==> src/verilog/fetch_pkg.sv <==
package fetch_pkg;

    localparam int xlen = 32;

    // Instruction ROM geometry
    localparam int imem_words = 256;
    localparam int imem_idx_w = 8;

    // Predictor geometry
    localparam int bht_entries = 64;
    localparam int bht_idx_w   = 6;
    localparam int btb_entries = 16;
    localparam int btb_idx_w   = 4;
    localparam int btb_tag_w   = xlen - btb_idx_w - 2;

    localparam logic [xlen-1:0] reset_pc = '0;

    localparam logic [6:0] opc_branch = 7'b1100011;
    localparam logic [6:0] opc_jal    = 7'b1101111;

    localparam logic [1:0] ctr_weak_nt = 2'b01;

    typedef struct packed {
        logic       imm12;
        logic [5:0] imm10_5;
        logic [4:0] rs2;
        logic [4:0] rs1;
        logic [2:0] funct3;
        logic [3:0] imm4_1;
        logic       imm11;
        logic [6:0] opcode;
    } b_fmt_t;

    typedef struct packed {
        logic       imm20;
        logic [9:0] imm10_1;
        logic       imm11;
        logic [7:0] imm19_12;
        logic [4:0] rd;
        logic [6:0] opcode;
    } j_fmt_t;

    // Same fetched word, seen as a branch or as a jal
    typedef union packed {
        b_fmt_t b_fmt;
        j_fmt_t j_fmt;
    } inst_word_u;

endpackage

==> src/verilog/branch_history_table.sv <==
`timescale 1ns/10ps

module branch_history_table (
    input  logic                      clk,
    input  logic                      arst_n,
    input  logic [fetch_pkg::xlen-1:0] pc,

    input  logic                      resolve_valid,
    input  logic [fetch_pkg::xlen-1:0] resolve_pc,
    input  logic                      resolve_taken,

    output logic                      bht_taken
);
    import fetch_pkg::*;

    logic [1:0]           ctr [bht_entries];
    logic [bht_idx_w-1:0] rd_idx;
    logic [bht_idx_w-1:0] wr_idx;
    logic [1:0]           ctr_cur;
    logic [1:0]           ctr_next;

    assign rd_idx = pc[bht_idx_w+1:2];
    assign wr_idx = resolve_pc[bht_idx_w+1:2];

    // Upper counter bit is the direction
    assign bht_taken = ctr[rd_idx][1];

    assign ctr_cur = ctr[wr_idx];

    // Saturating 2-bit update
    always_comb begin
        ctr_next = ctr_cur;
        if (resolve_taken) begin
            if (ctr_cur != 2'b11) begin
                ctr_next = ctr_cur + 2'd1;
            end
        end else begin
            if (ctr_cur != 2'b00) begin
                ctr_next = ctr_cur - 2'd1;
            end
        end
    end

    always_ff @(posedge clk or negedge arst_n) begin
        if (!arst_n) begin
            for (int i = 0; i < bht_entries; i++) begin
                ctr[i] <= ctr_weak_nt;
            end
        end else if (resolve_valid) begin
            ctr[wr_idx] <= ctr_next;
        end
    end

    // Execute only reports word-aligned branch PCs
    resolve_pc_aligned_a: assert property (
        @(posedge clk) disable iff (!arst_n)
        resolve_valid |-> (resolve_pc[1:0] == 2'b00)
    ) else $error("bht: misaligned resolve_pc %h", resolve_pc);

endmodule

==> config.mk <==
export PLATFORM = sky130hd
export DESIGN_NAME = branch_history_table
export DESIGN_NICKNAME = d
export VERILOG_FILES = /design/src/verilog/fetch_pkg.sv /design/src/verilog/branch_history_table.sv
export SDC_FILE = /design/constraint.sdc
export NUM_CORES = 1
export LEC_CHECK = 0
export BUFFER_PORTS_ARGS = -buffer_cell sky130_fd_sc_hd__buf_4
export CORE_AREA = 2 2 156 82
export DETAILED_ROUTE_END_ITERATION = 12
export DIE_AREA = 0 0 158 84
export PLACE_DENSITY = 0.75
export SLEW_MARGIN = 20
export SYNTH_ARGS = -nofsm -noshare
export SYNTH_HDL_FRONTEND = slang
export SYNTH_SLANG_ARGS = --single-unit
==> constraint.sdc <==
create_clock -name clk -period 4.1 [get_ports clk]
set_input_delay 0.82 -clock clk [delete_from_list [all_inputs] [get_ports clk]]
set_output_delay 0.82 -clock clk [all_outputs]
set_load 0.05 [all_outputs]
==> flow_metrics.tcl, run 1 <==
set metrics [dict create \
    status "finished, final reports clean" \
    timing.setup.tns_ps 0 \
    rows 29 \
    ys_warn_count 0 \
    ys.flop_type "dfstp_2" \
    syn_to_final_growth_pct 12.3 \
    hpwl_mm 12.6 \
    clk_latency_ps 420 \
    endpoint_kind "output pin" \
    grtUsageTotal_pct 29.9 \
    hold_viol 0 \
    drt_iter0_drc 588 \
    path_clk_slew_ps 60 \
    synth_area_per_cell_um2 10.5 \
    synth_nets 727 \
    finClkSkew_ps 8.79 \
    min_period_over_period_pct 92.2 \
    cp.arrival_ps 2960 \
    max_cap_viol_count 0 \
    tightest_slew_ps 1040 \
    grt_max_degree 71 \
    fin_ws_ps 322 \
    slew_viol_final 0 \
    worstPathRequired_ps 3280 \
    synth_area_leader_cell "dfstp_2" \
    antenna_found_initial 0 \
    synth_edf_count 0 \
    largest_register_ffs 128 \
    critPathMaxStageDelay_ps 580 \
    fillers 942 \
    die_width_um 158 \
    viasPerCell 6.26 \
    clock_path_buffers 2 \
    root_buffer "clkbuf_16" \
    synth_area_leaders "dfstp_2, dfrtp_1, nand2_1" \
    coreArea_um2 12100 \
    max_slew_margin_pct 30.2 \
    first_pass_iters 5 \
    grt_pass1_vias 5336 \
    r2r-end "ctr[62]" \
    top_regs "ctr x128" \
    synthArstFlopShare_pct 100 \
    fin_crit_ps 3780 \
    design.die.area_um2 13300 \
    hold_end "ctr[18]" \
    grt_pass1_wl_mm 29.5 \
    cp_slowest_cell "mux4_2" \
    setup_viol 0 \
    syn-cell-area_um2 6950 \
    io_pins 69 \
    ir_drop_mv 0.246 \
    post_drt_wl_per_cell_um 21.4 \
    regToRegSetupSlack_ps 1260 \
    pre_cts_slack_ps 327 \
    max_clock_freq_ghz 0.265 \
    seq_area_frac_synth_pct 47.2 \
    critPathTopFamily "multiplexers" \
    ctsHoldBuffers 0 \
    ys_types 52 \
    reg2reg_depth 7 \
    cts.htree.levels 4 \
    power.density_nw_per_um2 490 \
    die_y_um 84 \
    clock_sinks 128 \
    syn_inst 659 \
    r2r_start "ctr[9]" \
    drive_gt1_share_pct 35.1 \
    cp-start-kind "primary input" \
    cp_max_fo 16 \
    largest_register "ctr" \
    ant_nets 0 \
    worst-path-buf-inv 2 \
    gp_congestion 0.928 \
    cts_tree "done" \
    post-route-drc-count 0 \
    cts_setup_buffers 0 \
    ys_seq_elements 128 \
    numCtsBuffers 17 \
    grt.overflow.total 0 \
    cpMostUsedCell "mux4_2" \
    yosysTopAreaCellShare_pct 24.2 \
    start_util_pct 57.4 \
    layout_common_cells "nand2_1, dfstp_2, dfrtp_1" \
    critical_path_class "in -> out" \
    holdPathStages 2 \
    hold_start "ctr[18]" \
    mostFrequentLayoutCell "nand2_1" \
    hp-class "reg -> reg" \
    fin_nets 741 \
    rsz0062_at_grt "no" \
    portBuffers 16 \
    wl_mm 18.3 \
    antenna_cells 0 \
    path_cells "buf_4, mux4_2, mux4_2, mux4_2, buf_4" \
    vias 5355 \
    cts-resized-gates 0 \
    p_leak_nw 3.11 \
]
cells in the mapped netlist (2+ instances only):
library cell	number
nand2_1	207
dfrtp_1	64
dfstp_2	64
o21ai_1	60
o21ai_2	60
mux4_2	33
buf_2	16
mux2i_1	14
o21ai_0	13
clkbuf_1	12
nor2_1	10
mux2_2	8
buf_12	6
nand2b_1	6
nand3_1	6
a211oi_1	5
a21oi_1	5
and3_1	4
inv_1	4
mux4_1	4
nor3_1	4
a21boi_0	3
a221oi_1	3
a32o_1	3
and3b_1	3
buf_1	3
nand3b_1	3
nor2b_1	3
nor3b_1	3
o22ai_1	3
or3b_2	3
a31oi_1	2
a32oi_1	2
buf_4	2
routing by layer:
metal	track usage, %	vias up	routed length, um
met2	42.3	274	8140
met3	9.50	49	1960
met5	0	-	0
met4	10.2	0	366
li1	-	2389	-
met1	43.8	2643	7830
kinds of logic (layout without fill, tap and decap cells):
family          after synthesis  in the layout  share of synthesized area (%)
simple gates                258            258                           15.9
compound gates              168            168                           16.7
flops                       128            128                           47.2
mux                          59             59                           15.5
buf+inv                      44             71                           4.28
fa+ha+maj                     2              2                          0.360
cell type report:
type	count	area, um2	area share [%]
multi-input combinational	487	3370	43.2
sequential	128	3280	42.1
clock buffer	19	453	5.80
timing repair buffer	35	313	4.01
tap	170	213	2.72
clock inverter	13	160	2.05
inverter	4	15.0	0.192
tightest hold or removal path, delay by kind of cell (launching register included):
| family | cells | cell delay, ps |
|---|---|---|
| AO/OA/AOI/OAI | 1 | 50 |
| AND/OR/NAND/NOR | 1 | 60 |
| flip-flops | 1 | 370 |
how the worst max path moves through the flow:
stage / cells past startpoint / slack, ps / endpoint / from
5_1_grt: 5 / 290 / bht_taken / pc[2]
3_5_place_dp: 5 / 330 / bht_taken / pc[2]
6_report: 5 / 320 / bht_taken / pc[2]
2_1_floorplan: 5 / 130 / bht_taken / pc[2]
4_1_cts: 5 / 330 / bht_taken / pc[2]
3_3_place_gp: 5 / 340 / bht_taken / pc[2]
power by group:
group / internal, W / leakage, nW / switching, W
Clock: 0.000989 / 0.300 / 0.000588
Combinational: 0.000262 / 1.27 / 0.000364
Sequential: 0.00151 / 1.54 / 0.000115
metrics by stage:
step	std cells	hold WS, ps	power [W]	util (%)	cell area (um2)
CTS	856	471	0.00383	64.4	7810
finish	856	470	0.00383	64.4	7810
global route	856	484	0.00397	64.4	7810
floorplan	659	452	0.00209	-	6950
detailed placement	824	463	0.00226	59.4	7190
global placement	824	458	0.00222	59.4	7190
Note: power is estimated with default switching activity, not from simulation.
==> run 2: changes to the inputs <==
--- a/config.mk
+++ b/config.mk
@@ -5,10 +5,11 @@
 export SDC_FILE = /design/constraint.sdc
 export NUM_CORES = 1
 export LEC_CHECK = 0
+export ABC_AREA = 1
 export BUFFER_PORTS_ARGS = -buffer_cell sky130_fd_sc_hd__buf_4
-export CORE_AREA = 2 2 156 82
+export CORE_AREA = 2 2 164 86
 export DETAILED_ROUTE_END_ITERATION = 12
-export DIE_AREA = 0 0 158 84
+export DIE_AREA = 0 0 166 88
 export PLACE_DENSITY = 0.75
 export SLEW_MARGIN = 20
 export SYNTH_ARGS = -nofsm -noshare
==> flow_metrics.tcl, run 2 <==
set metrics [dict create \
    fin_nets 1273 \
    wl_mm 24.0 \
    met3_length_mm 3.29 \
    synth_area_leaders "nand2_1, dfstp_2, dfrtp_1" \
    status "finished, final reports clean" \
    post_drt_wl_per_cell_um 17.2 \
    drt-met1-wl_mm 10.8 \
    first_pass_iters 6 \
    rsz0062_at_grt "no" \
    vias 7573 \
    finClkSkew_ps 9.07 \
    critPathMaxStageDelay_ps 610 \
    antenna_found_initial 0 \
    critical_path_class "in -> out" \
    clock_sinks 128 \
    ant_nets 0 \
    cp_slowest_cell "inv_1" \
    cp.arrival_ps 2730 \
    min_period_over_period_pct 86.7 \
    drive_gt1_share_pct 11.0 \
    worstPathRequired_ps 3280 \
    cpMostUsedCell "buf_4" \
    synth_nets 1272 \
    ys_types 25 \
    root_buffer "clkbuf_16" \
    max_clock_freq_ghz 0.281 \
    power.density_nw_per_um2 434 \
    synthArstFlopShare_pct 100 \
    synth_edf_count 0 \
    final_core_util_pct 64.9 \
    syn-cell-area_um2 7690 \
    path_cells "buf_4, inv_1, o21ai_0, o22ai_1, o211ai_1, nand3_1, nand3b_1, nand2_1, buf_4" \
    slew_viol_final 0 \
    gp_congestion 0.969 \
    max_slew_margin_pct 35.0 \
    max_cap_viol_count 0 \
    cp-start-kind "primary input" \
    endpoint_kind "output pin" \
    cts_tree "done" \
    wl_met2_mm 9.52 \
    design.die.area_um2 14600 \
    antenna_cells 0 \
    hold_viol 0 \
    hold_slack_ps 464 \
    start_util_pct 58.3 \
    grtUsageTotal_pct 34.5 \
    cts-resized-gates 0 \
    grt_pass1_vias 7136 \
    ys_seq_elements 128 \
    io_pins 69 \
    timing.setup.tns_ps 0 \
    hpwl_mm 15.7 \
    largest_register_ffs 128 \
    path_clk_slew_ps 50 \
    synth_area_per_cell_um2 6.38 \
    cts.htree.levels 4 \
    drt_iter0_drc 936 \
    top_regs "ctr x128" \
    rows 30 \
    syn_inst 1204 \
    portBuffers 16 \
    clock_path_buffers 2 \
    cp_max_fo 24 \
    setup_viol 0 \
    syn_to_final_growth_pct 11.3 \
    grt_max_degree 76 \
    die_width_um 166 \
    ys.flop_type "dfstp_2" \
    grt_pass1_wl_mm 38.4 \
    yosysTopAreaCellShare_pct 28.3 \
    synth_area_leader_cell "nand2_1" \
    tightest_slew_ps 976 \
    largest_register "ctr" \
    ir_drop_mv 0.257 \
    ctsHoldBuffers 0 \
    synthTopCellsByCount "nand2_1, inv_1, nor2_1" \
    synth_most_common_cell "nand2_1" \
    clk_latency_ps 420 \
    numCtsBuffers 17 \
    cts_setup_buffers 0 \
    fin_crit_ps 3550 \
    top_layer_used "met4" \
    coreArea_um2 13200 \
    layout_common_cells "nand2_1, inv_1, nor2_1" \
    hp-class "reg -> reg" \
    die_y_um 88 \
    power.total_w 0.00371 \
    p_leak_nw 4.39 \
    mostFrequentLayoutCell "nand2_1" \
    ys_warn_count 0 \
    grt.overflow.total 0 \
    seq_area_frac_synth_pct 42.7 \
    viasPerCell 5.44 \
    post-route-drc-count 0 \
]
## run 2: cell count changes after synthesis, sizes merged, moves of 10 or more
cell / change
inv: +127
nand2: +375
mux2i: -14
buf: +10
o21ai: -92
mux4: -37
nand3: +93
nor2: +110
o211ai: +11
## run 2: final cells by class
type,instances,area (um2)
clock inverters,11,141
fillers,1204,4620
inverters,132,495
well taps,176,220
repair buffers,32,290
multi-input cells,894,3680
clock buffers,20,447
flip-flops and latches,128,3280
## run 2: where the power goes
group / switching, W / internal (W)
Sequential: 0.0000920 / 0.00147
Clock: 0.000572 / 0.000965
Combinational: 0.000423 / 0.000186
Total: 0.00109 / 0.00263
## run 2: per-layer routing
metal  global-route usage [%]  vias up
met3                     12.2       47
met1                     49.3     3387
met4                     11.5        0
met2                     49.0      442
met5                        0        -
li1                         -     3697
## run 2: worst paths after layout
check | start | to | slack, ps | depth (start not counted)
worst min-delay path | ctr[86] | ctr[86] | 460 | 2
max in group asynchronous | arst_n | ctr[0] | 2630 | 2
worst min register to register | ctr[86] | ctr[86] | 460 | 2
worst max-delay path | pc[2] | bht_taken | 550 | 9
min in group asynchronous | arst_n | ctr[107] | 540 | 1
worst max register to register | ctr[37] | ctr[35] | 1800 | 13
## run 2: through the flow
stage	cells	setup slack, ps	area, um2
floorplan	1204	1270	7690
global placement	1362	660	7970
detailed placement	1362	628	7970
CTS	1393	628	8550
global route	1393	373	8550
finish	1393	545	8550
## run 2: worst max-delay path: cells and delay by family
family | cells | cell delay (ps)
AOI/OAI and AO/OA | 3 | 690
buffers and inverters | 3 | 920
and+or+nand+nor | 3 | 280
## run 2: logic make-up (layout without fill, tap and decap cells)
family	count (synthesis)	after routing	share of synthesized area (%)
AOI/OAI and AO/OA	69	69	5.14
buffers and inverters	182	195	9.52
DFF	128	128	42.7
and+or+nand+nor	825	825	42.6
