$ cat config.mk
export PLATFORM = sky130hd
export DESIGN_NAME = branch_target_buffer
export DESIGN_NICKNAME = d
export VERILOG_FILES = /design/src/verilog/fetch_pkg.sv /design/src/verilog/branch_target_buffer.sv
export SDC_FILE = /design/constraint.sdc
export NUM_CORES = 1
export LEC_CHECK = 0
export BUFFER_PORTS_ARGS = -buffer_cell sky130_fd_sc_hd__buf_2
export CORE_MARGIN = 2
export CORE_UTILIZATION = 50
export DETAILED_ROUTE_END_ITERATION = 8
export PLACE_DENSITY = 0.67
export SLEW_MARGIN = 15
export SYNTH_ARGS = -nofsm -noshare
export SYNTH_HDL_FRONTEND = slang
export SYNTH_SLANG_ARGS = --single-unit
$ cat constraint.sdc
create_clock -name clk -period 2.74 [get_ports clk]
set_clock_uncertainty 0.2 [all_clocks]
set_input_delay 0.137 -clock clk [delete_from_list [all_inputs] [get_ports clk]]
set_output_delay 0.137 -clock clk [all_outputs]
set_load 0.1 [all_outputs]
$ cat src/verilog/fetch_pkg.sv
package fetch_pkg;

    localparam int xlen = 32;

    // Instruction ROM geometry
    localparam int imem_words = 256;
    localparam int imem_idx_w = 8;

    // Predictor geometry
    localparam int bht_entries = 64;
    localparam int bht_idx_w   = 6;
    localparam int btb_entries = 16;
    localparam int btb_idx_w   = 4;
    localparam int btb_tag_w   = xlen - btb_idx_w - 2;

    localparam logic [xlen-1:0] reset_pc = '0;

    localparam logic [6:0] opc_branch = 7'b1100011;
    localparam logic [6:0] opc_jal    = 7'b1101111;

    localparam logic [1:0] ctr_weak_nt = 2'b01;

    typedef struct packed {
        logic       imm12;
        logic [5:0] imm10_5;
        logic [4:0] rs2;
        logic [4:0] rs1;
        logic [2:0] funct3;
        logic [3:0] imm4_1;
        logic       imm11;
        logic [6:0] opcode;
    } b_fmt_t;

    typedef struct packed {
        logic       imm20;
        logic [9:0] imm10_1;
        logic       imm11;
        logic [7:0] imm19_12;
        logic [4:0] rd;
        logic [6:0] opcode;
    } j_fmt_t;

    // Same fetched word, seen as a branch or as a jal
    typedef union packed {
        b_fmt_t b_fmt;
        j_fmt_t j_fmt;
    } inst_word_u;

endpackage

$ cat src/verilog/branch_target_buffer.sv
`timescale 1ns/10ps

module branch_target_buffer (
    input  logic                      clk,
    input  logic                      arst_n,
    input  logic [fetch_pkg::xlen-1:0] pc,

    input  logic                      resolve_valid,
    input  logic [fetch_pkg::xlen-1:0] resolve_pc,
    input  logic                      resolve_taken,
    input  logic [fetch_pkg::xlen-1:0] resolve_target,

    output logic                      btb_hit,
    output logic [fetch_pkg::xlen-1:0] btb_target
);
    import fetch_pkg::*;

    logic                 valid  [btb_entries];
    logic [btb_tag_w-1:0] tag    [btb_entries];
    logic [xlen-1:0]      target [btb_entries];

    logic [btb_idx_w-1:0] rd_idx;
    logic [btb_tag_w-1:0] rd_tag;
    logic [btb_idx_w-1:0] wr_idx;
    logic [btb_tag_w-1:0] wr_tag;
    logic                 fill;

    assign rd_idx = pc[btb_idx_w+1:2];
    assign rd_tag = pc[xlen-1:btb_idx_w+2];
    assign wr_idx = resolve_pc[btb_idx_w+1:2];
    assign wr_tag = resolve_pc[xlen-1:btb_idx_w+2];

    // Lookup
    assign btb_hit    = valid[rd_idx] && (tag[rd_idx] == rd_tag);
    assign btb_target = target[rd_idx];

    // Only taken branches allocate
    assign fill = resolve_valid && resolve_taken;

    always_ff @(posedge clk or negedge arst_n) begin
        if (!arst_n) begin
            for (int i = 0; i < btb_entries; i++) begin
                valid[i] <= 1'b0;
            end
        end else if (fill) begin
            valid[wr_idx] <= 1'b1;
        end
    end

    // Tag and target storage
    always_ff @(posedge clk) begin
        if (fill) begin
            tag[wr_idx]    <= wr_tag;
            target[wr_idx] <= resolve_target;
        end
    end

    // Invalid entries must mask the uninitialised tag store
    btb_hit_known_a: assert property (
        @(posedge clk) disable iff (!arst_n)
        !$isunknown(btb_hit)
    ) else $error("btb: hit is unknown at pc %h", pc);

endmodule

==> results of run 1 <==
## where the power goes
group | internal, mW | switching [mW] | total, mW
Sequential | 16.1 | 0.0628 | 16.1
Clock | 7.25 | 5.41 | 12.7
Combinational | 0.943 | 1.32 | 2.27
Total | 24.3 | 6.79 | 31.1
## cell type report
| class | instances | area, um^2 | area share [%] |
|---|---|---|---|
| Sequential cell | 944 | 28300 | 65.2 |
| Multi-Input combinational cell | 483 | 7770 | 17.9 |
| Timing Repair Buffer | 321 | 3010 | 6.94 |
| Clock buffer | 109 | 2430 | 5.61 |
| Tap cell | 950 | 1190 | 2.74 |
| Clock inverter | 65 | 624 | 1.44 |
| Inverter | 10 | 38.8 | 0.0895 |
| Antenna cell | 2 | 5.00 | 0.0116 |
## state kept, by name, summed over array words and instances (netlist names)
signal / cells
target: 512
tag: 416
valid: 16
## repair_timing
item                                   4_1_cts  5_1_grt
setup endpoints to repair                   33       13
endpoints found under the hold margin      966        0
cloned                                       5        1
pin swaps                                    5        0
hold buffers                                62        0
resized for setup                           32       24
buffers inserted                            10        7
## metrics by stage
stage | worst slack (ns) | power, mW
after floorplan | -0.808 | 17.8
after global placement | -0.723 | 18.5
after detailed placement | -0.735 | 18.5
after CTS | -0.895 | 31.3
after global routing | -1.01 | 32.0
final | -0.877 | 31.1
## path summary, 6_finish.rpt
kind,from,to,slack (ns),depth (start not counted)
setup / recovery,tag[15][20],btb_hit,-0.88,9
hold / removal,resolve_pc[4],target[3][4],0.05,3
setup reg to reg,valid[13],valid[13],1.74,1
hold reg to reg,valid[10],valid[10],0.26,1
max in group asynchronous,arst_n,valid[4],1.46,3
min in group asynchronous,arst_n,valid[6],0.42,3
## routing by layer
metal | share of wire, % | global-route usage (%)
met5 | 0.041 | 0
met3 | 6.0 | 3.91
met2 | 51 | 36.5
met1 | 41 | 30.4
met4 | 2.2 | 5.97
## kinds of logic after synthesis
kind of cell,Yosys count
xor+xnor,42
flops,944
buf+inv,77
mux,305
compound gates,54
simple gates,82
## cells in the mapped netlist (all sizes together) (3+ instances only)
cell type  count  area share [%]
xnor2         21            0.51
or2           16            0.28
nor2b          4           0.069
edfxtp       928              77
o22ai          4           0.069
nand2         13            0.13
a21oi          5           0.069
o32ai          3           0.072
nand2b         6            0.10
nor2          24            0.25
a221oi         6            0.14
a22o           5            0.12
mux4         265              16
mux2           6            0.19
mux2i         34            0.94
o21ai          9            0.12
nor3           7           0.097
dfrtp         16             1.1
inv           10            0.10
buf           40            0.76
nand4          3           0.052
clkbuf        27            0.28
xor2          21            0.51
==> results.json, run 1 <==
{
  "p_leak_nw": 14.1,
  "area_growth_syn_to_layout_pct": 19.5,
  "dp_hpwl_mm": 42.2,
  "ir_worst_vdd_mv": 0.577,
  "dr.pass1.iters": 5,
  "drive_gt1_share_pct": 37.2,
  "synth_cell_type_count": 55,
  "rows": 98,
  "mostFrequentLayoutCells": "edfxtp_1 (928), mux4_2 (262), buf_2 (106)",
  "holdWs_ns": 0.0455,
  "violations": "negative setup slack",
  "final_util_pct": 60.5,
  "synthMuxAreaShare_pct": 17.6,
  "synth_xor_xnor_area_share_pct": 1.01,
  "crit_buf_inv": 2,
  "nets": 1954,
  "syn_avg_cell_area_um2": 24.1,
  "io_buffers": 128,
  "final_hold_viol_count": 0,
  "gp_congestion": 0.775,
  "cts_buffers": 94,
  "crit_chain": "mux4_2 -> mux2i_2 -> xnor2_1 -> nor4_2 -> o2111ai_2 -> a211oi_2 -> buf_4 -> o2111a_2 -> buf_12",
  "clock-sinks": 944,
  "synth_compound_area_share_pct": 1.15,
  "critPathTopFamily": "multiplexers",
  "crit_fanout": 1,
  "place_inst": 2625,
  "placed_area_mm2": 0.0391,
  "setup_ws_ns": -0.877,
  "htree_num_levels": 3,
  "yosysSeqAreaShare_pct": 77.9,
  "antenna_found_initial": 4,
  "slew-limit-headroom_pct": 52.8,
  "end_kind": "output pin",
  "critPathSlowestCell": "mux4_2",
  "min_period_over_period_pct": 132,
  "synth_simple_gate_area_share_pct": 1.15,
  "fillers": 4971,
  "wl_mm": 80.9,
  "outcome": "complete, but fails checks",
  "root_buffer": "clkbuf_16",
  "finalSetupViolCount": 1,
  "clock_latency_ns": 0.64,
  "fmax_mhz": 276,
  "yosys_warnings": 0,
  "num_vias": 17100,
  "drc_errors": 0,
  "chipHeight_um": 273,
  "start_util_pct": 50.6,
  "rsz0062_at_grt": "yes",
  "grt_pass1_wl_mm": 119,
  "grt_overflow": 0,
  "grt_max_degree": 60,
  "syn_nets": 1604,
  "via_per_inst": 5.95,
  "clk_pin_slew_worst_paths_ns": 0.06,
  "period_needed_ns": 3.62,
  "hold_class": "in2reg",
  "die_x_um": 273,
  "slew_violations": 0,
  "max-cap-violations": 0,
  "finalSetupTns_ns": -0.877,
  "grt_pass1_vias": 18200,
  "crit_required_ns": 2.40,
  "power_density_mw_per_mm2": 717,
  "synth-async-reset-ratio_pct": 1.69,
  "clk_path_buf_depth": 3,
  "yosys_register_bits": 944,
  "cts_tree": "yes",
  "io_pins": 133,
  "final_area_mm2": 0.0433,
  "synth_area_mm2": 0.0363,
  "route.detailed.wl_per_inst_um": 28.1,
  "start_kind": "flop",
  "synth_fa_ha_area_share_pct": 0,
  "drt-initial-drc-count": 1630,
  "crit_arrival_ns": 3.28,
  "critical-path-max-stage-delay_ns": 0.51,
  "final_common_cell": "edfxtp_1",
  "grt_usage_pct": 22.0,
  "synth_edf_count": 928,
  "instances_no_fill": 2884,
  "core-area_mm2": 0.0716,
  "syn_inst": 1504,
  "die_area_mm2": 0.0747,
  "critPathKind": "reg2out",
  "antenna_left": 0,
  "synth_ff_type": "edfxtp_1",
  "tightest_slew_ns": 0.706,
  "synth_top_family_by_area": "multiplexers"
}
Note: power is estimated with default switching activity, not from simulation.
==> run 2: changes to the inputs <==
--- a/config.mk
+++ b/config.mk
@@ -6,10 +6,12 @@
 export NUM_CORES = 1
 export LEC_CHECK = 0
 export BUFFER_PORTS_ARGS = -buffer_cell sky130_fd_sc_hd__buf_2
+export CELL_PAD_IN_SITES_DETAIL_PLACEMENT = 0
+export CELL_PAD_IN_SITES_GLOBAL_PLACEMENT = 2
 export CORE_MARGIN = 2
 export CORE_UTILIZATION = 50
 export DETAILED_ROUTE_END_ITERATION = 8
-export PLACE_DENSITY = 0.67
+export PLACE_DENSITY_LB_ADDON = 0.1
 export SLEW_MARGIN = 15
 export SYNTH_ARGS = -nofsm -noshare
 export SYNTH_HDL_FRONTEND = slang
==> run 2 against run 1 <==
Compared with the run above:
- the flow still finishes with violations (negative setup slack)
- combinational power about the same
- largest power group unchanged
- final cell count decreased by 0.28%
- critical path depth unchanged
- die area unchanged
- highest routed layer is now met4
- sequential cell count unchanged
- non-clock buffer count decreased by 2
- clock power about the same
- worst hold slack got worse by 0.021 ns
==> results.json, run 2 (synthesis gave the netlist of run 1 again) <==
{
  "outcome": "complete, but fails checks",
  "violations": "negative setup slack",
  "grt_pass1_wl_mm": 122,
  "post_cts_buffers": 0,
  "power_density_mw_per_mm2": 725,
  "die_x_um": 273,
  "cts_tree": "yes",
  "hold_class": "in2reg",
  "regArea_mm2": 0.0283,
  "final_area_mm2": 0.0432,
  "ff2ff_setup_slack_ns": 1.76,
  "core-area_mm2": 0.0716,
  "clock-sinks": 944,
  "slew-limit-headroom_pct": 50.3,
  "dr.pass1.iters": 5,
  "slew_violations": 0,
  "min_period_over_period_pct": 129,
  "largest_reg_flops": 512,
  "intPower_mw": 24.7,
  "mostFrequentLayoutCells": "edfxtp_1 (928), mux4_2 (263), buf_2 (110)",
  "worstHoldEndpoint": "tag[2][12]",
  "largest_register": "target",
  "via_per_inst": 5.89,
  "drc_errors": 0,
  "placed_area_mm2": 0.0393,
  "num_vias": 16900,
  "max-cap-violations": 0,
  "p_leak_nw": 14.1,
  "crit_arrival_ns": 3.19,
  "period_needed_ns": 3.53,
  "wl_mm": 84.0,
  "critPathKind": "reg2out",
  "start_kind": "flop",
  "power_mw": 31.3,
  "final_common_cell": "edfxtp_1",
  "die_area_mm2": 0.0747,
  "reg_top3": "target: 512 flops, tag: 416 flops, valid: 16 flops",
  "route.detailed.wl_per_inst_um": 29.2,
  "dp_hpwl_mm": 45.6,
  "grt_max_degree": 60,
  "grt_pass1_vias": 18000,
  "root_buffer": "clkbuf_16",
  "gr-usage-met2_pct": 38.7,
  "multi_input_area_mm2": 0.00773,
  "grtUsageMet1_pct": 31.8,
  "antenna_found_initial": 1,
  "reg2regPathDepth": 1,
  "pwr-share-clk_pct": 41.3,
  "grtUsageMet3_pct": 3.31,
  "area_growth_syn_to_layout_pct": 19.2,
  "htree_num_levels": 3,
  "antenna_left": 0,
  "seqPwrFrac_pct": 51.5,
  "rsz0062_at_grt": "yes",
  "grt_overflow": 0,
  "switching_share_pct": 21.2,
  "busiest_layer": "met2",
  "fmax_mhz": 283,
  "drt-initial-drc-count": 1527,
  "rows": 98,
  "fillers": 5139,
  "grt_usage_pct": 22.8,
  "clk_path_buf_depth": 3,
  "io_buffers": 128,
  "finalSetupViolCount": 1,
  "gp_congestion": 0.773,
  "critPathSlowestCell": "mux4_2",
  "start_util_pct": 50.6,
  "setup_ws_ns": -0.788,
  "p_switching_mw": 6.65,
  "cts_buffers": 95,
  "io_pins": 133,
  "combPwrFrac_pct": 7.1,
  "crit_fanout": 1,
  "holdWs_ns": 0.0248,
  "crit_required_ns": 2.40,
  "r2r_end": "valid[8]",
  "end_kind": "output pin",
  "nets": 1953,
  "crit_chain": "mux4_2 -> mux4_2 -> xnor2_2 -> buf_4 -> nand4_1 -> a211oi_2 -> buf_4 -> o2111a_2 -> buf_12",
  "drive_gt1_share_pct": 36.1,
  "final_hold_viol_count": 0,
  "clock_latency_ns": 0.63,
  "tightest_slew_ns": 0.742,
  "ir_worst_vdd_mv": 0.501,
  "critical-path-max-stage-delay_ns": 0.51,
  "worstHoldStart": "resolve_pc[4]",
  "clk_pin_slew_worst_paths_ns": 0.06,
  "hold_depth": 3,
  "chipHeight_um": 273,
  "regToRegStartpoint": "valid[8]"
}
run 2: cell count changes in the layout (fill, tap and decap cells not counted), sizes merged, moves of 2 or more:
cell      change
bufbuf        -2
bufinv        +2
clkbuf       +10
clkinv        -9
clkinvlp      -6
inv           -3
run 2: worst max-delay path: cells and delay by family, from the launching register on:
| kind | cells | cell delay, ns |
|---|---|---|
| muxes | 2 | 0.99 |
| buffers and inverters | 3 | 0.47 |
| AOI/OAI and AO/OA | 2 | 0.44 |
| DFF | 1 | 0.37 |
| and+or+nand+nor | 1 | 0.15 |
| xor gates and xnor gates | 1 | 0.13 |
run 2: worst max path at each step:
stage	start	end	slack, ns	cells past startpoint
after floorplan	resolve_pc[3]	tag[5][0]	-0.81	2
after global placement	pc[2]	btb_hit	-0.50	11
after detailed placement	pc[2]	btb_hit	-0.48	11
after CTS	tag[7][22]	btb_hit	-0.84	9
after global routing	tag[15][7]	btb_hit	-0.88	8
final	tag[7][22]	btb_hit	-0.79	9
run 2: what timing repair did:
action,CTS,global route
hold endpoints to repair,947,0
cloned,2,1
resized for setup,29,4
setup endpoints to repair,26,22
pin swaps,5,0
hold buffers,63,0
run 2: final cells by class:
type                       instances  area share [%]
antenna                            2          0.0116
multi-input combinational        483            17.9
tap                              950            2.75
inverter                          10          0.0897
timing repair buffer             319            6.66
clock buffer                     119            5.98
sequential                       944            65.4
clock inverter                    49            1.21
run 2: power by group through the flow:
stage	combinational (mW)	sequential [mW]	clock, mW
floorplan	1.36	16.4	0
global placement	2.12	16.4	0
detailed placement	2.14	16.4	0
CTS	2.26	16.1	13.1
global route	2.37	16.1	13.7
finish	2.24	16.1	12.9
run 2: layer usage:
| layer | vias to the layer above | wire, um |
|---|---|---|
| met1 | 9226 | 35600 |
| met5 | - | 0 |
| met4 | 0 | 1390 |
| met3 | 109 | 3650 |
| li1 | 7171 | - |
| met2 | 437 | 43400 |
run 2: through the flow:
| step | TNS (ns) | utilization (%) | setup slack (ns) | std cells |
|---|---|---|---|---|
| 6_report | -0.788 | 60.4 | -0.788 | 2876 |
| 5_1_grt | -0.876 | 60.3 | -0.876 | 2875 |
| 4_1_cts | -0.838 | 60.3 | -0.838 | 2873 |
| 3_5_place_dp | -8.03 | 54.9 | -0.483 | 2640 |
| 3_3_place_gp | -7.91 | 54.9 | -0.497 | 2640 |
| 2_1_floorplan | -468.29 | - | -0.808 | 1504 |
==> run 3: changes to the inputs <==
--- a/config.mk
+++ b/config.mk
@@ -6,7 +6,7 @@
 export NUM_CORES = 1
 export LEC_CHECK = 0
 export BUFFER_PORTS_ARGS = -buffer_cell sky130_fd_sc_hd__buf_2
-export CELL_PAD_IN_SITES_DETAIL_PLACEMENT = 0
+export CELL_PAD_IN_SITES_DETAIL_PLACEMENT = 2
 export CELL_PAD_IN_SITES_GLOBAL_PLACEMENT = 2
 export CORE_MARGIN = 2
 export CORE_UTILIZATION = 50
==> run 3 against run 2 <==
Compared with the run above:
- the flow still finishes with violations (negative setup slack)
- final cell count rose by 0.14%
- maximum frequency down 8.2%
- worst hold slack improved by 0.0019 ns
- die area did not move
- register-to-register slack got worse by 0.11 ns
- global-route usage rose by 13 points
- wire length rose by 56%
- first-iteration DRC count up 63%
- combinational power grew 15%
- critical path depth did not move
- power increased by 2.9%
- sequential power barely moved
- critical endpoint unchanged
==> results.json, run 3 (synthesis gave the netlist of run 1 again) <==
{
  "final_hold_viol_count": 0,
  "finalSetupTns_ns": -1.65,
  "io_buffers": 128,
  "cts_tree": "yes",
  "cts_buffers": 96,
  "crit_required_ns": 2.40,
  "dr.pass1.iters": 5,
  "critical-path-max-stage-delay_ns": 0.53,
  "drc_errors": 0,
  "ir_worst_vdd_mv": 0.631,
  "slew-limit-headroom_pct": 48.4,
  "start_kind": "flop",
  "final_common_cell": "edfxtp_1",
  "grt_max_degree": 60,
  "crit_buf_inv": 3,
  "gp_congestion": 0.773,
  "critPathTopFamily": "multiplexers",
  "crit_fanout": 1,
  "reg_top3": "target: 512 flops, tag: 416 flops, valid: 16 flops",
  "power_mw": 32.2,
  "max-cap-violations": 0,
  "num_vias": 19400,
  "finalSetupViolCount": 6,
  "chipHeight_um": 273,
  "drt-initial-drc-count": 2484,
  "setup_ws_ns": -1.10,
  "instances_no_fill": 2880,
  "io_pins": 133,
  "critPathKind": "reg2out",
  "antenna_left": 0,
  "p_leak_nw": 14.1,
  "die_area_mm2": 0.0747,
  "mostFrequentLayoutCells": "edfxtp_1 (928), mux4_2 (262), clkbuf_16 (98)",
  "final_util_pct": 60.5,
  "hold_class": "in2reg",
  "final_area_mm2": 0.0433,
  "htree_num_levels": 3,
  "rsz0062_at_grt": "yes",
  "period_needed_ns": 3.84,
  "clock_latency_ns": 0.69,
  "die_x_um": 273,
  "largest_register": "target",
  "nets": 1954,
  "largest_reg_flops": 512,
  "place_inst": 2640,
  "rows": 98,
  "start_util_pct": 50.6,
  "crit_arrival_ns": 3.51,
  "slew_violations": 0,
  "drive_gt1_share_pct": 36.3,
  "holdWs_ns": 0.0268,
  "power_density_mw_per_mm2": 745,
  "grt_usage_pct": 36.0,
  "area_growth_syn_to_layout_pct": 19.4,
  "via_per_inst": 6.72,
  "end_kind": "output pin",
  "pre_cts_slack_ns": -0.804,
  "tightest_slew_ns": 0.772,
  "clock-sinks": 944,
  "clk_pin_slew_worst_paths_ns": 0.07,
  "root_buffer": "clkbuf_16",
  "critPathSlowestCell": "mux4_2",
  "route.detailed.wl_per_inst_um": 45.5,
  "wl_mm": 131,
  "antenna_found_initial": 6,
  "placed_area_mm2": 0.0393,
  "min_period_over_period_pct": 140,
  "clk_path_buf_depth": 3,
  "outcome": "complete, but fails checks",
  "core-area_mm2": 0.0716,
  "grt_pass1_vias": 21000,
  "dp_hpwl_mm": 64.4,
  "violations": "negative setup slack",
  "fmax_mhz": 260,
  "grt_pass1_wl_mm": 181,
  "grt_overflow": 0,
  "crit_chain": "mux4_2 -> mux4_2 -> xnor2_2 -> buf_4 -> nand4_1 -> a211oi_2 -> buf_4 -> o2111a_2 -> buf_12"
}
run 3: cell types whose count changed in the layout (fill, tap and decap cells not counted), sizes merged:
cell	before	now
bufbuf	1	2
bufinv	11	5
clkbuf	120	122
clkinv	35	38
clkinvlp	2	3
diode	2	5
dlygate4sd3	63	61
inv	11	13
run 3: report_power, final:
part           switching, mW  internal (mW)  total (mW)  leakage, nW
Sequential             0.119           16.1        16.2         8.54
Combinational           1.60          0.972        2.57         4.09
Clock                   6.43           7.04        13.5         1.43
Total                   8.14           24.1        32.2         14.1
run 3: timing repair:
action | 4_1_cts | 5_1_grt
resized for setup | 57 | 29
hold buffers | 61 | 0
endpoints found under the hold margin | 946 | 0
setup buffers | 0 | 0
pin swaps | 1 | 0
endpoints found under the setup margin | 31 | 26
gates cloned | 4 | 1
run 3: layout make-up:
| cell class | count | area (um^2) |
|---|---|---|
| multi-input cells | 483 | 7780 |
| repair buffers | 319 | 3070 |
| inverters | 10 | 38.8 |
| diodes | 5 | 12.5 |
| clock inverters | 49 | 400 |
| flip-flops and latches | 944 | 28300 |
| clock buffers | 120 | 2530 |
| fillers | 5588 | 28300 |
| well taps | 950 | 1190 |
run 3: final timing paths:
path                              endpoint  slack, ns     startpoint  depth (start not counted)
worst max register to register   valid[13]       1.65      valid[13]                          1
worst min-delay path            tag[3][20]       0.03  resolve_pc[4]                          3
worst min register to register    valid[2]       0.28       valid[2]                          1
worst max-delay path               btb_hit      -1.10    tag[11][22]                          9
max in group asynchronous        valid[12]       1.43         arst_n                          3
min in group asynchronous         valid[0]       0.41         arst_n                          3
run 3: tightest hold or removal path: cells and delay by family:
kind                   cells  cell delay (ns)
AND/OR/NAND/NOR            1             0.11
buffers and inverters      2             0.47
run 3: per-layer routing:
metal	track usage, %	up-vias	wire length (um)
met5	0	-	26
met4	15.1	4	5940
met3	7.68	294	9700
met2	61.1	1213	66800
met1	45.4	10700	48400
li1	-	7175	-
