`src/verilog/fetch_pkg.sv`:
```
package fetch_pkg;

    localparam int xlen = 32;

    // Instruction ROM geometry
    localparam int imem_words = 256;
    localparam int imem_idx_w = 8;

    // Predictor geometry
    localparam int bht_entries = 64;
    localparam int bht_idx_w   = 6;
    localparam int btb_entries = 16;
    localparam int btb_idx_w   = 4;
    localparam int btb_tag_w   = xlen - btb_idx_w - 2;

    localparam logic [xlen-1:0] reset_pc = '0;

    localparam logic [6:0] opc_branch = 7'b1100011;
    localparam logic [6:0] opc_jal    = 7'b1101111;

    localparam logic [1:0] ctr_weak_nt = 2'b01;

    typedef struct packed {
        logic       imm12;
        logic [5:0] imm10_5;
        logic [4:0] rs2;
        logic [4:0] rs1;
        logic [2:0] funct3;
        logic [3:0] imm4_1;
        logic       imm11;
        logic [6:0] opcode;
    } b_fmt_t;

    typedef struct packed {
        logic       imm20;
        logic [9:0] imm10_1;
        logic       imm11;
        logic [7:0] imm19_12;
        logic [4:0] rd;
        logic [6:0] opcode;
    } j_fmt_t;

    // Same fetched word, seen as a branch or as a jal
    typedef union packed {
        b_fmt_t b_fmt;
        j_fmt_t j_fmt;
    } inst_word_u;

endpackage

```
`src/verilog/fetch_steer.sv`:
```
`timescale 1ns/10ps

module fetch_steer (
    input  logic                      clk,
    input  logic                      arst_n,
    input  logic                      pc_write,

    input  logic                      redirect_valid,
    input  logic [fetch_pkg::xlen-1:0] redirect_pc,

    input  fetch_pkg::inst_word_u     inst,
    input  logic                      bht_taken,
    input  logic                      btb_hit,
    input  logic [fetch_pkg::xlen-1:0] btb_target,

    output logic [fetch_pkg::xlen-1:0] pc,
    output logic                      pred_taken
);
    import fetch_pkg::*;

    logic            is_branch;
    logic            is_jal;
    logic            br_taken;
    logic [xlen-1:0] pc_plus4;
    logic [xlen-1:0] jal_imm;
    logic [xlen-1:0] jal_target;
    logic [xlen-1:0] next_pc;

    // Opcode sits in the same bits for both views
    assign is_branch = (inst.b_fmt.opcode == opc_branch);
    assign is_jal    = (inst.b_fmt.opcode == opc_jal);

    // J-immediate rebuilt from its scattered fields
    assign jal_imm = {{11{inst.j_fmt.imm20}},
                      inst.j_fmt.imm20,
                      inst.j_fmt.imm19_12,
                      inst.j_fmt.imm11,
                      inst.j_fmt.imm10_1,
                      1'b0};

    assign pc_plus4   = pc + 32'd4;
    assign jal_target = pc + jal_imm;
    assign br_taken   = is_branch && btb_hit && bht_taken;

    always_comb begin
        if (is_jal) begin
            next_pc = jal_target;
        end else if (br_taken) begin
            next_pc = btb_target;
        end else begin
            next_pc = pc_plus4;
        end
    end

    assign pred_taken = is_jal || br_taken;

    // Redirect wins over a stall
    always_ff @(posedge clk or negedge arst_n) begin
        if (!arst_n) begin
            pc <= reset_pc;
        end else if (redirect_valid) begin
            pc <= redirect_pc;
        end else if (pc_write) begin
            pc <= next_pc;
        end
    end

    pc_aligned_a: assert property (
        @(posedge clk) disable iff (!arst_n)
        pc[1:0] == 2'b00
    ) else $error("steer: pc %h not word aligned", pc);

    redirect_aligned_a: assert property (
        @(posedge clk) disable iff (!arst_n)
        redirect_valid |-> (redirect_pc[1:0] == 2'b00)
    ) else $error("steer: misaligned redirect_pc %h", redirect_pc);

endmodule

```
`config.mk`:
```
export PLATFORM = sky130hd
export DESIGN_NAME = fetch_steer
export DESIGN_NICKNAME = d
export VERILOG_FILES = /design/src/verilog/fetch_pkg.sv /design/src/verilog/fetch_steer.sv
export SDC_FILE = /design/constraint.sdc
export NUM_CORES = 1
export LEC_CHECK = 0
export BUFFER_PORTS_ARGS = -buffer_cell sky130_fd_sc_hd__buf_2
export CAP_MARGIN = 25
export CORE_MARGIN = 2
export CORE_UTILIZATION = 53
export CTS_BUF_LIST = sky130_fd_sc_hd__clkbuf_4 sky130_fd_sc_hd__clkbuf_8 sky130_fd_sc_hd__clkbuf_16
export CTS_CLUSTER_SIZE = 12
export DETAILED_ROUTE_END_ITERATION = 8
export HOLD_SLACK_MARGIN = 0.05
export PLACE_DENSITY = 0.87
export SLEW_MARGIN = 5
export SYNTH_ARGS = -nofsm -noshare
export SYNTH_HDL_FRONTEND = slang
export SYNTH_SLANG_ARGS = --single-unit
```
`constraint.sdc`:
```
create_clock -name clk -period 2.95 [get_ports clk]
set_input_delay 0.1475 -clock clk [delete_from_list [all_inputs] [get_ports clk]]
set_output_delay 0.1475 -clock clk [all_outputs]
set_load 0.02 [all_outputs]
```
==> results of run 1 <==
==> synth_stat cells (all sizes together), types with 3 or more instances <==
master,n
dfrtp,32
a211oi,21
nor3,11
and3,4
and4,8
or3,3
and2,4
inv,12
o21a,4
nand3,25
nor3b,8
ha,31
o21bai,5
mux2i,3
nand4,12
o41ai,3
nand2,57
xor2,22
o211ai,16
o31ai,4
nor2b,5
xnor2,26
a21o,16
nand2b,6
clkbuf,26
a21oi,61
o21ai,47
nor2,56
a31oi,5
buf,4
a221oi,5
==> critical path, delay by kind of cell, from the launching register on <==
family          cells  cell delay, ns
xor+xnor            1            0.19
buf+inv             1            0.16
compound gates      7            1.59
fa+ha+maj           1            0.39
flops               1            0.44
==> power by group <==
part	switching, mW	leakage [nW]	internal (mW)
logic	0.576	1.94	0.435
clock network	0.196	0.0510	0.187
registers	0.0736	0.381	0.484
==> final cells by class <==
type	count	area, sq um
timing repair buffer	151	813.3
tap	102	127.6
multi-input combinational	501	3332
clock inverter	2	10.01
inverter	13	48.80
clock buffer	6	82.58
fill	722	2552
sequential	32	800.8
==> path summary, 6_finish.rpt <==
check | from | to | slack (ns)
max in group asynchronous | arst_n | pc[21]$_DFFE_PN0P_ | 1.95
min reg2reg | pc[0]$_DFFE_PN0P_ | pc[0]$_DFFE_PN0P_ | 0.58
min in group asynchronous | arst_n | pc[3]$_DFFE_PN0P_ | 0.48
min | redirect_pc[9] | pc[9]$_DFFE_PN0P_ | 0.05
max | pc[12]$_DFFE_PN0P_ | pc[29]$_DFFE_PN0P_ | 0.03
max reg2reg | pc[12]$_DFFE_PN0P_ | pc[29]$_DFFE_PN0P_ | 0.03
==> metal layers <==
layer  vias up  part of all wire (%)
met1      2341                    44
li1       2405                     -
met2       218                    48
met5         -                     0
met4         0                   2.2
met3        29                   6.1
==> kinds of logic after synthesis <==
group / Yosys count
adder cells (fa/ha/maj): 32
AND/OR/NAND/NOR: 207
buffers and inverters: 43
flip-flops: 32
multiplexers: 3
AO/OA/AOI/OAI: 211
XOR/XNOR: 48
==> what timing repair did <==
item	4_1_cts	5_1_grt
endpoints found under the hold margin	32	0
gates resized for setup	0	6
buffers inserted	0	3
endpoints found under the setup margin	0	3
hold buffers	1	0
==> out/results.tsv, run 1 <==
stage	metric	value	unit
clocking	root_buffer	clkbuf_8	
die	die_width	93.70	microns
critical_path	path_cells	ha_1 -> a21o_1 -> a21o_1 -> a221o_1 -> o211ai_4 -> a21oi_4 -> buf_4 -> a221oi_2 -> xor2_1 -> a31oi_1	
layout	most-common-layout-cells	buf_2, a21oi_1, nand2_1, nor2_1, o21ai_0	
die	coreArea	0.007767	sq mm
timing	hold_viol_final	0	
timing	setup_ws	0.03463	ns
timing	holdWs	0.05290	ns
clocking	cts_max_level	2	
timing	period_needed	2.915	ns
clocking	cts_made_buffers	5	
critical_path	crit_fanout	7	
clocking	clk_pin_slew	0.08	ns
global_routing	grt-ovfl-total	0	
power_and_ir_drop	power	1.951	mW
placement	dp_cells	795	
yosys	synth_area	0.004264	sq mm
layout	drive_above_1_share	25.67	%
yosys	seq_area_frac_synth	18.78	%
yosys	synthFlopType	dfrtp_1	
layout	largest_reg_flops	32	
placement	place_congestion	0.9603	
yosys	syn_nets	710	
yosys	yosys.area_share.simple	24.06	%
yosys	synth_top_family_by_area	compound AO/OA/AOI/OAI gates	
timing	setup_viol	0	
routing	antenna_left	0	
routing	num_vias	4993	
timing	report.final.slew_viol_count	0	
power_and_ir_drop	leakagePower	2.370	nW
routing	avgViaCountPerCell	6.187	
global_routing	globalRouteMet2Util	52.08	%
critical_path	critPathMaxStageDelay	0.44	ns
run	cap_violations	0	
layout	largest_registers	pc x32	
clocking	cts_sinks	32	
layout	final_util	67.14	%
run_status	status	complete, no violations	
yosys	postSynth.asyncResetShare	100.0	%
die	start_util	54.90	%
yosys	synthCells	576	
power_and_ir_drop	ir_drop	0.0002057	V
global_routing	grt_max_degree	63	
critical_path	crit_top_cell	a21o_1	
die	ioPinCount	135	
global_routing	grt_util_met3	3.531	%
hold_path	hold_class	in -> reg	
layout	nets	838	
placement	place_area	0.005051	sq mm
global_routing	grt.met1_usage	40.54	%
yosys	synth_compound_area_share	33.04	%
yosys	ys.warnings.count	0	
routing	drc	0	
layout	syn2layout_area_growth	22.30	%
yosys	ys_ff_latch	32	
critical_path	worstSetupStartpointType	flop	
critical_path	critical_path_arrival	3.06	ns
die	dieArea	0.008779	sq mm
yosys	synth_xor_area_share	9.859	%
layout	n_antenna_cell	0	
yosys	yosys-top-cells-area	dfrtp_1, ha_1, a21oi_1	
hold_path	worstHoldPathCells	2	
yosys	synth_top_area_share	18.78	%
clocking	clock_latency	0.29	ns
placement	pre_cts_ws	0.1451	ns
yosys	yosys.area.top_type	dfrtp_1	
power_and_ir_drop	p_per_area	374.2	mW/mm^2
routing	drt_iter0_markers	241	
yosys	syn_area_per_cell	7.403	sq um
routing	wl_per_cell	17.14	microns
timing	relSlewSlack	45.30	%
critical_path	cp.required	3.10	ns
critical_path	r2r_cells	10	
routing	first_pass_iters	5	
yosys	yosys-mux-area-fraction	0.7042	%
timing	tightest_slew	0.8206	ns
yosys	synth_cell_types	70	
layout	top_register	pc	
routing	wirelength	13830	microns
yosys	synth_edf_count	0	
layout	final_area	0.005215	sq mm
timing	fmax	343.0	MHz
global_routing	groute.usage.overall	30.86	%
timing	fin_setup_tns	0	ns
die	rows	32	
global_routing	antenna_found_initial	0	
timing	clock_skew	0.004913	ns
critical_path	crit_path_end_kind	flop	
layout	layout_commonest_cell	buf_2	
yosys	synthAdderAreaFrac	9.566	%
critical_path	slowest_stage	dfrtp_1	
clocking	clockBufferDepth	2	
placement	port_buffers	129	
global_routing	grt_pass1_wl	22020	microns
critical_path	path_class	reg -> reg	
global_routing	grt.busiest_layer	met2	
clocking	cts_tree	done	
layout	final_cells	807	
placement	dpl.hpwl	10300	microns
timing	final.period_utilization	98.83	%
die	die_y	93.70	microns
global_routing	grt_pass1_vias	4698	
Note: power is estimated with default switching activity, not from simulation.
==> inputs of run 2 (changes only) <==
- PLACE_DENSITY: 0.87 -> 0.83
- clock period: 2.95 -> 3.26 ns (I/O delays scaled with it)
==> out/results.tsv, run 2 (synthesis results as in run 1) <==
stage	metric	value	unit	change
timing	fmax	339.1	MHz	-1.1%
global_routing	antenna_found_initial	0		unchanged
routing	antenna_left	0		unchanged
layout	final_util	66.20	%	-0.93 points
die	dieArea	0.008779	sq mm	unchanged
layout	top_register	pc		
clocking	clk_pin_slew	0.08	ns	about the same
timing	period_needed	2.949	ns	+0.03390 ns
critical_path	critical_path_arrival	3.12	ns	+0.06 ns
die	die_width	93.70	microns	unchanged
global_routing	groute.usage.overall	31.28	%	+0.43 points
routing	drc	0		unchanged
placement	place_congestion	0.9003		-6.2%
routing	wirelength	13600	microns	-1.7%
run	cap_violations	0		unchanged
global_routing	grt.met1_usage	41.18	%	+0.64 points
routing	drt_iter0_markers	258		+7.1%
timing	setup_viol	0		unchanged
global_routing	grt_util_met3	2.809	%	-0.72 points
timing	final.period_utilization	90.47	%	-8.4 points
critical_path	worstSetupStartpointType	flop		
layout	most-common-layout-cells	buf_2, a21oi_1, nand2_1, nor2_1, o21ai_0		
layout	drive_above_1_share	23.99	%	-1.7 points
hold_path	hold_class	in -> reg		
timing	report.final.slew_viol_count	0		unchanged
clocking	root_buffer	clkbuf_8		
global_routing	grt_pass1_vias	4576		-2.6%
critical_path	path_class	reg -> reg		
layout	final_area	0.005142	sq mm	-1.4%
global_routing	grt_pass1_wl	22160	microns	+0.66%
clocking	clockBufferDepth	2		unchanged
clocking	cts_max_level	2		unchanged
global_routing	grt-ovfl-total	0		unchanged
power_and_ir_drop	leakagePower	2.339	nW	-1.3%
layout	nets	829		-1.1%
clocking	clock_latency	0.30	ns	about the same
layout	layout_commonest_cell	buf_2		
critical_path	crit_fanout	8		+1
run_status	status	complete, no violations		
critical_path	cp.required	3.43	ns	+0.33 ns
power_and_ir_drop	p_per_area	355.5	mW/mm^2	-5.0%
timing	tightest_slew	0.8047	ns	-0.01584 ns
placement	place_area	0.005006	sq mm	-0.89%
clocking	post_cts_resized	0		unchanged
placement	port_buffers	129		unchanged
clocking	cts_made_buffers	5		unchanged
die	ioPinCount	135		unchanged
routing	first_pass_iters	5		unchanged
clocking	postCtsSetupBuffers	0		unchanged
layout	filler_cell_count	725		+0.42%
layout	largest_reg_flops	32		unchanged
timing	fin_setup_tns	0	ns	unchanged
die	coreArea	0.007767	sq mm	unchanged
routing	avgViaCountPerCell	6.157		-0.49%
timing	hold_viol_final	0		unchanged
timing	relSlewSlack	46.35	%	+1.1 points
critical_path	crit_path_end_kind	flop		
routing	num_vias	4913		-1.6%
timing	rsz0062_at_grt	no		
global_routing	grt_max_degree	45		-29%
global_routing	grt.busiest_layer	met2		
layout	syn2layout_area_growth	20.60	%	
layout	n_antenna_cell	0		unchanged
routing	wl_per_cell	17.04	microns	-0.60%
die	start_util	54.90	%	unchanged
clocking	cts_sinks	32		unchanged
placement	dpl.hpwl	10130	microns	-1.6%
die	die_y	93.70	microns	unchanged
layout	largest_registers	pc x32		
global_routing	globalRouteMet2Util	54.70	%	+2.6 points
clocking	cts_tree	done		
timing	clock_skew	0.01056	ns	+0.005642 ns
clocking	hold_buffers	1		unchanged
die	rows	32		unchanged
power_and_ir_drop	ir_drop	0.0001860	V	-9.6%
## run 2: cell types whose count changed in the layout (fill, tap and decap cells not counted), moves of 2 or more
cell	before	now
a221oi_2	4	2
buf_4	21	12
ha_1	29	31
clkinv_2	2	0
a221oi_1	1	3
## run 2: power by group
part | switching (mW) | internal [mW] | leakage [nW]
combinational | 0.494 | 0.373 | 1.89
sequential | 0.0792 | 0.438 | 0.381
clock | 0.174 | 0.270 | 0.0645
## run 2: critical path: stages, from the launching register on
cell and delay (ns):
dfrtp_1 0.37, ha_1 0.20, inv_1 0.06, fa_1 0.40
nor2b_1 0.20, o211ai_1 0.19, a211oi_2 0.31, o211ai_2 0.18
a21oi_4 0.31, o221ai_1 0.16, nor3b_1 0.32, o31ai_1 0.11
## run 2: path summary, 6_finish.rpt
path                                   startpoint                  to  slack (ns)  cells after the start
worst max-delay path            pc[1]$_DFFE_PN0P_  pc[25]$_DFFE_PN0P_        0.31                     11
max in group asynchronous                  arst_n  pc[24]$_DFFE_PN0P_        2.26                      2
worst min-delay path               redirect_pc[9]   pc[9]$_DFFE_PN0P_        0.07                      2
min in group asynchronous                  arst_n   pc[6]$_DFFE_PN0P_        0.49                      2
worst max register to register  pc[1]$_DFFE_PN0P_  pc[25]$_DFFE_PN0P_        0.31                     11
worst min register to register  pc[0]$_DFFE_PN0P_   pc[0]$_DFFE_PN0P_        0.61                      2
## run 2: stage by stage
| step | hold WS [ns] | worst slack (ns) | power [mW] | cells |
|---|---|---|---|---|
| after floorplan | -0.1326 | 0.6290 | 1.122 | 576 |
| after global placement | 0.2906 | 0.4683 | 1.352 | 789 |
| after detailed placement | 0.2956 | 0.3691 | 1.373 | 789 |
| after CTS | 0.06278 | 0.3491 | 1.823 | 798 |
| after global routing | 0.06603 | 0.1679 | 1.947 | 798 |
| final | 0.07078 | 0.3107 | 1.828 | 798 |
## run 2: layer usage
metal / up-vias / part of all wire (%)
li1: 2397 / -
met1: 2301 / 44
met2: 192 / 48
met3: 23 / 6.2
met4: 0 / 1.6
met5: - / 0
## run 2: final cells by class
class | instances | area, sq um | share of cell area (%)
clock buffer | 7 | 96.34 | 1.873
multi-input combinational | 501 | 3293 | 64.04
tap | 102 | 127.6 | 2.482
timing repair buffer | 142 | 745.7 | 14.50
inverter | 13 | 48.80 | 0.9489
sequential | 32 | 800.8 | 15.57
clock inverter | 1 | 30.03 | 0.5839
==> inputs of run 3 (changes only) <==
- RECOVER_POWER: default -> 25
==> out/results.tsv, run 3 (synthesis results as in run 1) <==
stage	metric	value	unit	change
timing	final.period_utilization	90.39	%	about the same
routing	num_vias	4897		-0.33%
routing	drc	0		unchanged
run_status	status	complete, but fails checks		
routing	first_pass_iters	5		unchanged
global_routing	antenna_found_initial	0		unchanged
clocking	clock_latency	0.30	ns	about the same
power_and_ir_drop	sw_frac_of_total	40.96	%	+0.11 points
die	start_util	54.90	%	unchanged
critical_path	worstSetupStartpointType	flop		
clocking	clk_pin_slew	0.08	ns	about the same
layout	most-common-layout-cells	buf_2, a21oi_1, nand2_1, nor2_1, o21ai_0		
die	rows	32		unchanged
clocking	clockBufferDepth	2		unchanged
timing	tightest_slew	1.934	ns	+1.129 ns
global_routing	grt_pass1_wl	22160	microns	unchanged
layout	top_register	pc		
layout	ff_latch_area	800.8	sq um	unchanged
layout	largest_reg_flops	32		unchanged
power_and_ir_drop	p_seq_share	28.3	%	about the same
die	die_width	93.70	microns	unchanged
layout	nets	829		unchanged
hold_path	hold_class	in -> reg		
die	dieArea	0.008779	sq mm	unchanged
power_and_ir_drop	p_per_area	355.9	mW/mm^2	+0.13%
power_and_ir_drop	leakagePower	2.314	nW	-1.1%
placement	port_buffers	129		unchanged
power_and_ir_drop	share_comb_of_total_power	47.3	%	about the same
critical_path	cp.required	3.43	ns	about the same
global_routing	grt_pass1_vias	4576		unchanged
clocking	cts_made_buffers	5		unchanged
run	cap_violations	1		+1
placement	place_congestion	0.9003		unchanged
placement	dpl.hpwl	10130	microns	unchanged
timing	relSlewSlack	-28.94	%	-75 points
critical_path	path_class	reg -> reg		
hold_path	min_from	redirect_pc[9]		
global_routing	grt_max_degree	45		unchanged
clocking	root_buffer	clkbuf_8		
clocking	cts_tree	done		
global_routing	grt-ovfl-total	0		unchanged
global_routing	groute.usage.overall	31.28	%	unchanged
clocking	cts_max_level	2		unchanged
routing	avgViaCountPerCell	6.137		-0.33%
layout	drive_above_1_share	22.70	%	-1.3 points
layout	multiInputGateArea	0.003293	sq mm	unchanged
power_and_ir_drop	power.share.clock	24.4	%	about the same
critical_path	crit_fanout	8		unchanged
critical_path	reg2reg_from	pc[1]$_DFFE_PN0P_		
run_status	violations	max-capacitance violations, max-slew violations		
layout	final_util	66.06	%	-0.14 points
timing	setup_ws	0.3133	ns	+0.002529 ns
timing	report.final.slew_viol_count	33		+33
die	die_y	93.70	microns	unchanged
placement	pre_cts_ws	0.3691	ns	unchanged
critical_path	crit_path_end_kind	flop		
layout	largest_registers	pc x32		
layout	syn2layout_area_growth	20.33	%	
layout	layout_commonest_cell	buf_2		
layout	filler_cell_count	729		+0.55%
clocking	cts_sinks	32		unchanged
timing	fmax	339.4	MHz	about the same
routing	wirelength	13590	microns	about the same
timing	setup_viol	0		unchanged
power_and_ir_drop	p_sw	0.7480	mW	+0.19%
power_and_ir_drop	intPower	1.078	mW	-0.28%
timing	fin_setup_tns	0	ns	unchanged
routing	drt_iter0_markers	256		-0.78%
critical_path	critical_path_arrival	3.11	ns	about the same
die	ioPinCount	135		unchanged
layout	n_antenna_cell	0		unchanged
power_and_ir_drop	ir_drop	0.0001874	V	+0.74%
critical_path	startpoint	pc[1]$_DFFE_PN0P_		
routing	wl_per_cell	17.03	microns	about the same
timing	period_needed	2.947	ns	-0.002529 ns
timing	hold_viol_final	0		unchanged
routing	antenna_left	0		unchanged
timing	clock_skew	0.008976	ns	-0.001580 ns
timing	rsz0062_at_grt	no		
die	coreArea	0.007767	sq mm	unchanged
==> run 3: cell type report <==
type / count / share of cell area [%]
clock buffers: 7 / 1.878
clock inverters: 1 / 0.5852
inverters: 13 / 0.9510
multi-input cells: 501 / 64.18
flip-flops and latches: 32 / 15.61
well taps: 102 / 2.487
repair buffers: 142 / 14.31
==> run 3: power by group through the flow <==
stage | sequential, mW | clock [mW] | combinational (mW)
global placement | 0.520 | 0 | 0.833
global route | 0.525 | 0.463 | 0.956
finish | 0.517 | 0.445 | 0.864
floorplan | 0.557 | 0 | 0.565
CTS | 0.516 | 0.450 | 0.858
detailed placement | 0.523 | 0 | 0.850
==> run 3: worst paths after layout <==
kind | to | slack (ns) | depth (start not counted)
setup / recovery | pc[25]$_DFFE_PN0P_ | 0.31 | 11
hold / removal | pc[9]$_DFFE_PN0P_ | 0.07 | 2
min in group asynchronous | pc[6]$_DFFE_PN0P_ | 0.95 | 2
max in group asynchronous | pc[24]$_DFFE_PN0P_ | 1.20 | 2
setup reg to reg | pc[25]$_DFFE_PN0P_ | 0.31 | 11
hold reg to reg | pc[0]$_DFFE_PN0P_ | 0.61 | 2
==> run 3: routing by layer <==
layer	wire, microns	up-vias	track usage [%]
li1	-	2397	-
met1	6073	2287	41.18
met2	6502	191	54.70
met3	792	22	2.809
met4	220	0	8.575
met5	0	-	0
==> run 3: stage by stage <==
step / instances / hold WS (ns) / total power, mW / area (sq um)
3_5_place_dp: 789 / 0.2956 / 1.373 / 5006
2_1_floorplan: 576 / -0.1326 / 1.122 / 4264
5_1_grt: 798 / 0.06603 / 1.944 / 5131
4_1_cts: 798 / 0.06278 / 1.823 / 5142
6_report: 798 / 0.07022 / 1.826 / 5131
3_3_place_gp: 789 / 0.2906 / 1.352 / 5006
==> run 3: worst max-delay path, cell delays in order, from the launching register on <==
cell	delay [ns]
dfrtp_1	0.37
ha_1	0.20
inv_1	0.06
fa_1	0.40
nor2b_1	0.20
o211ai_1	0.19
a211oi_2	0.30
o211ai_2	0.18
a21oi_4	0.31
o221ai_1	0.16
nor3b_1	0.32
o31ai_1	0.12
==> run 3: repair_timing <==
action / in CTS / in global routing
resized for setup: 0 / 0
endpoints found under the hold margin: 32 / 0
buffers inserted: 0 / 0
endpoints found under the setup margin: 0 / 0
hold buffers: 1 / 0
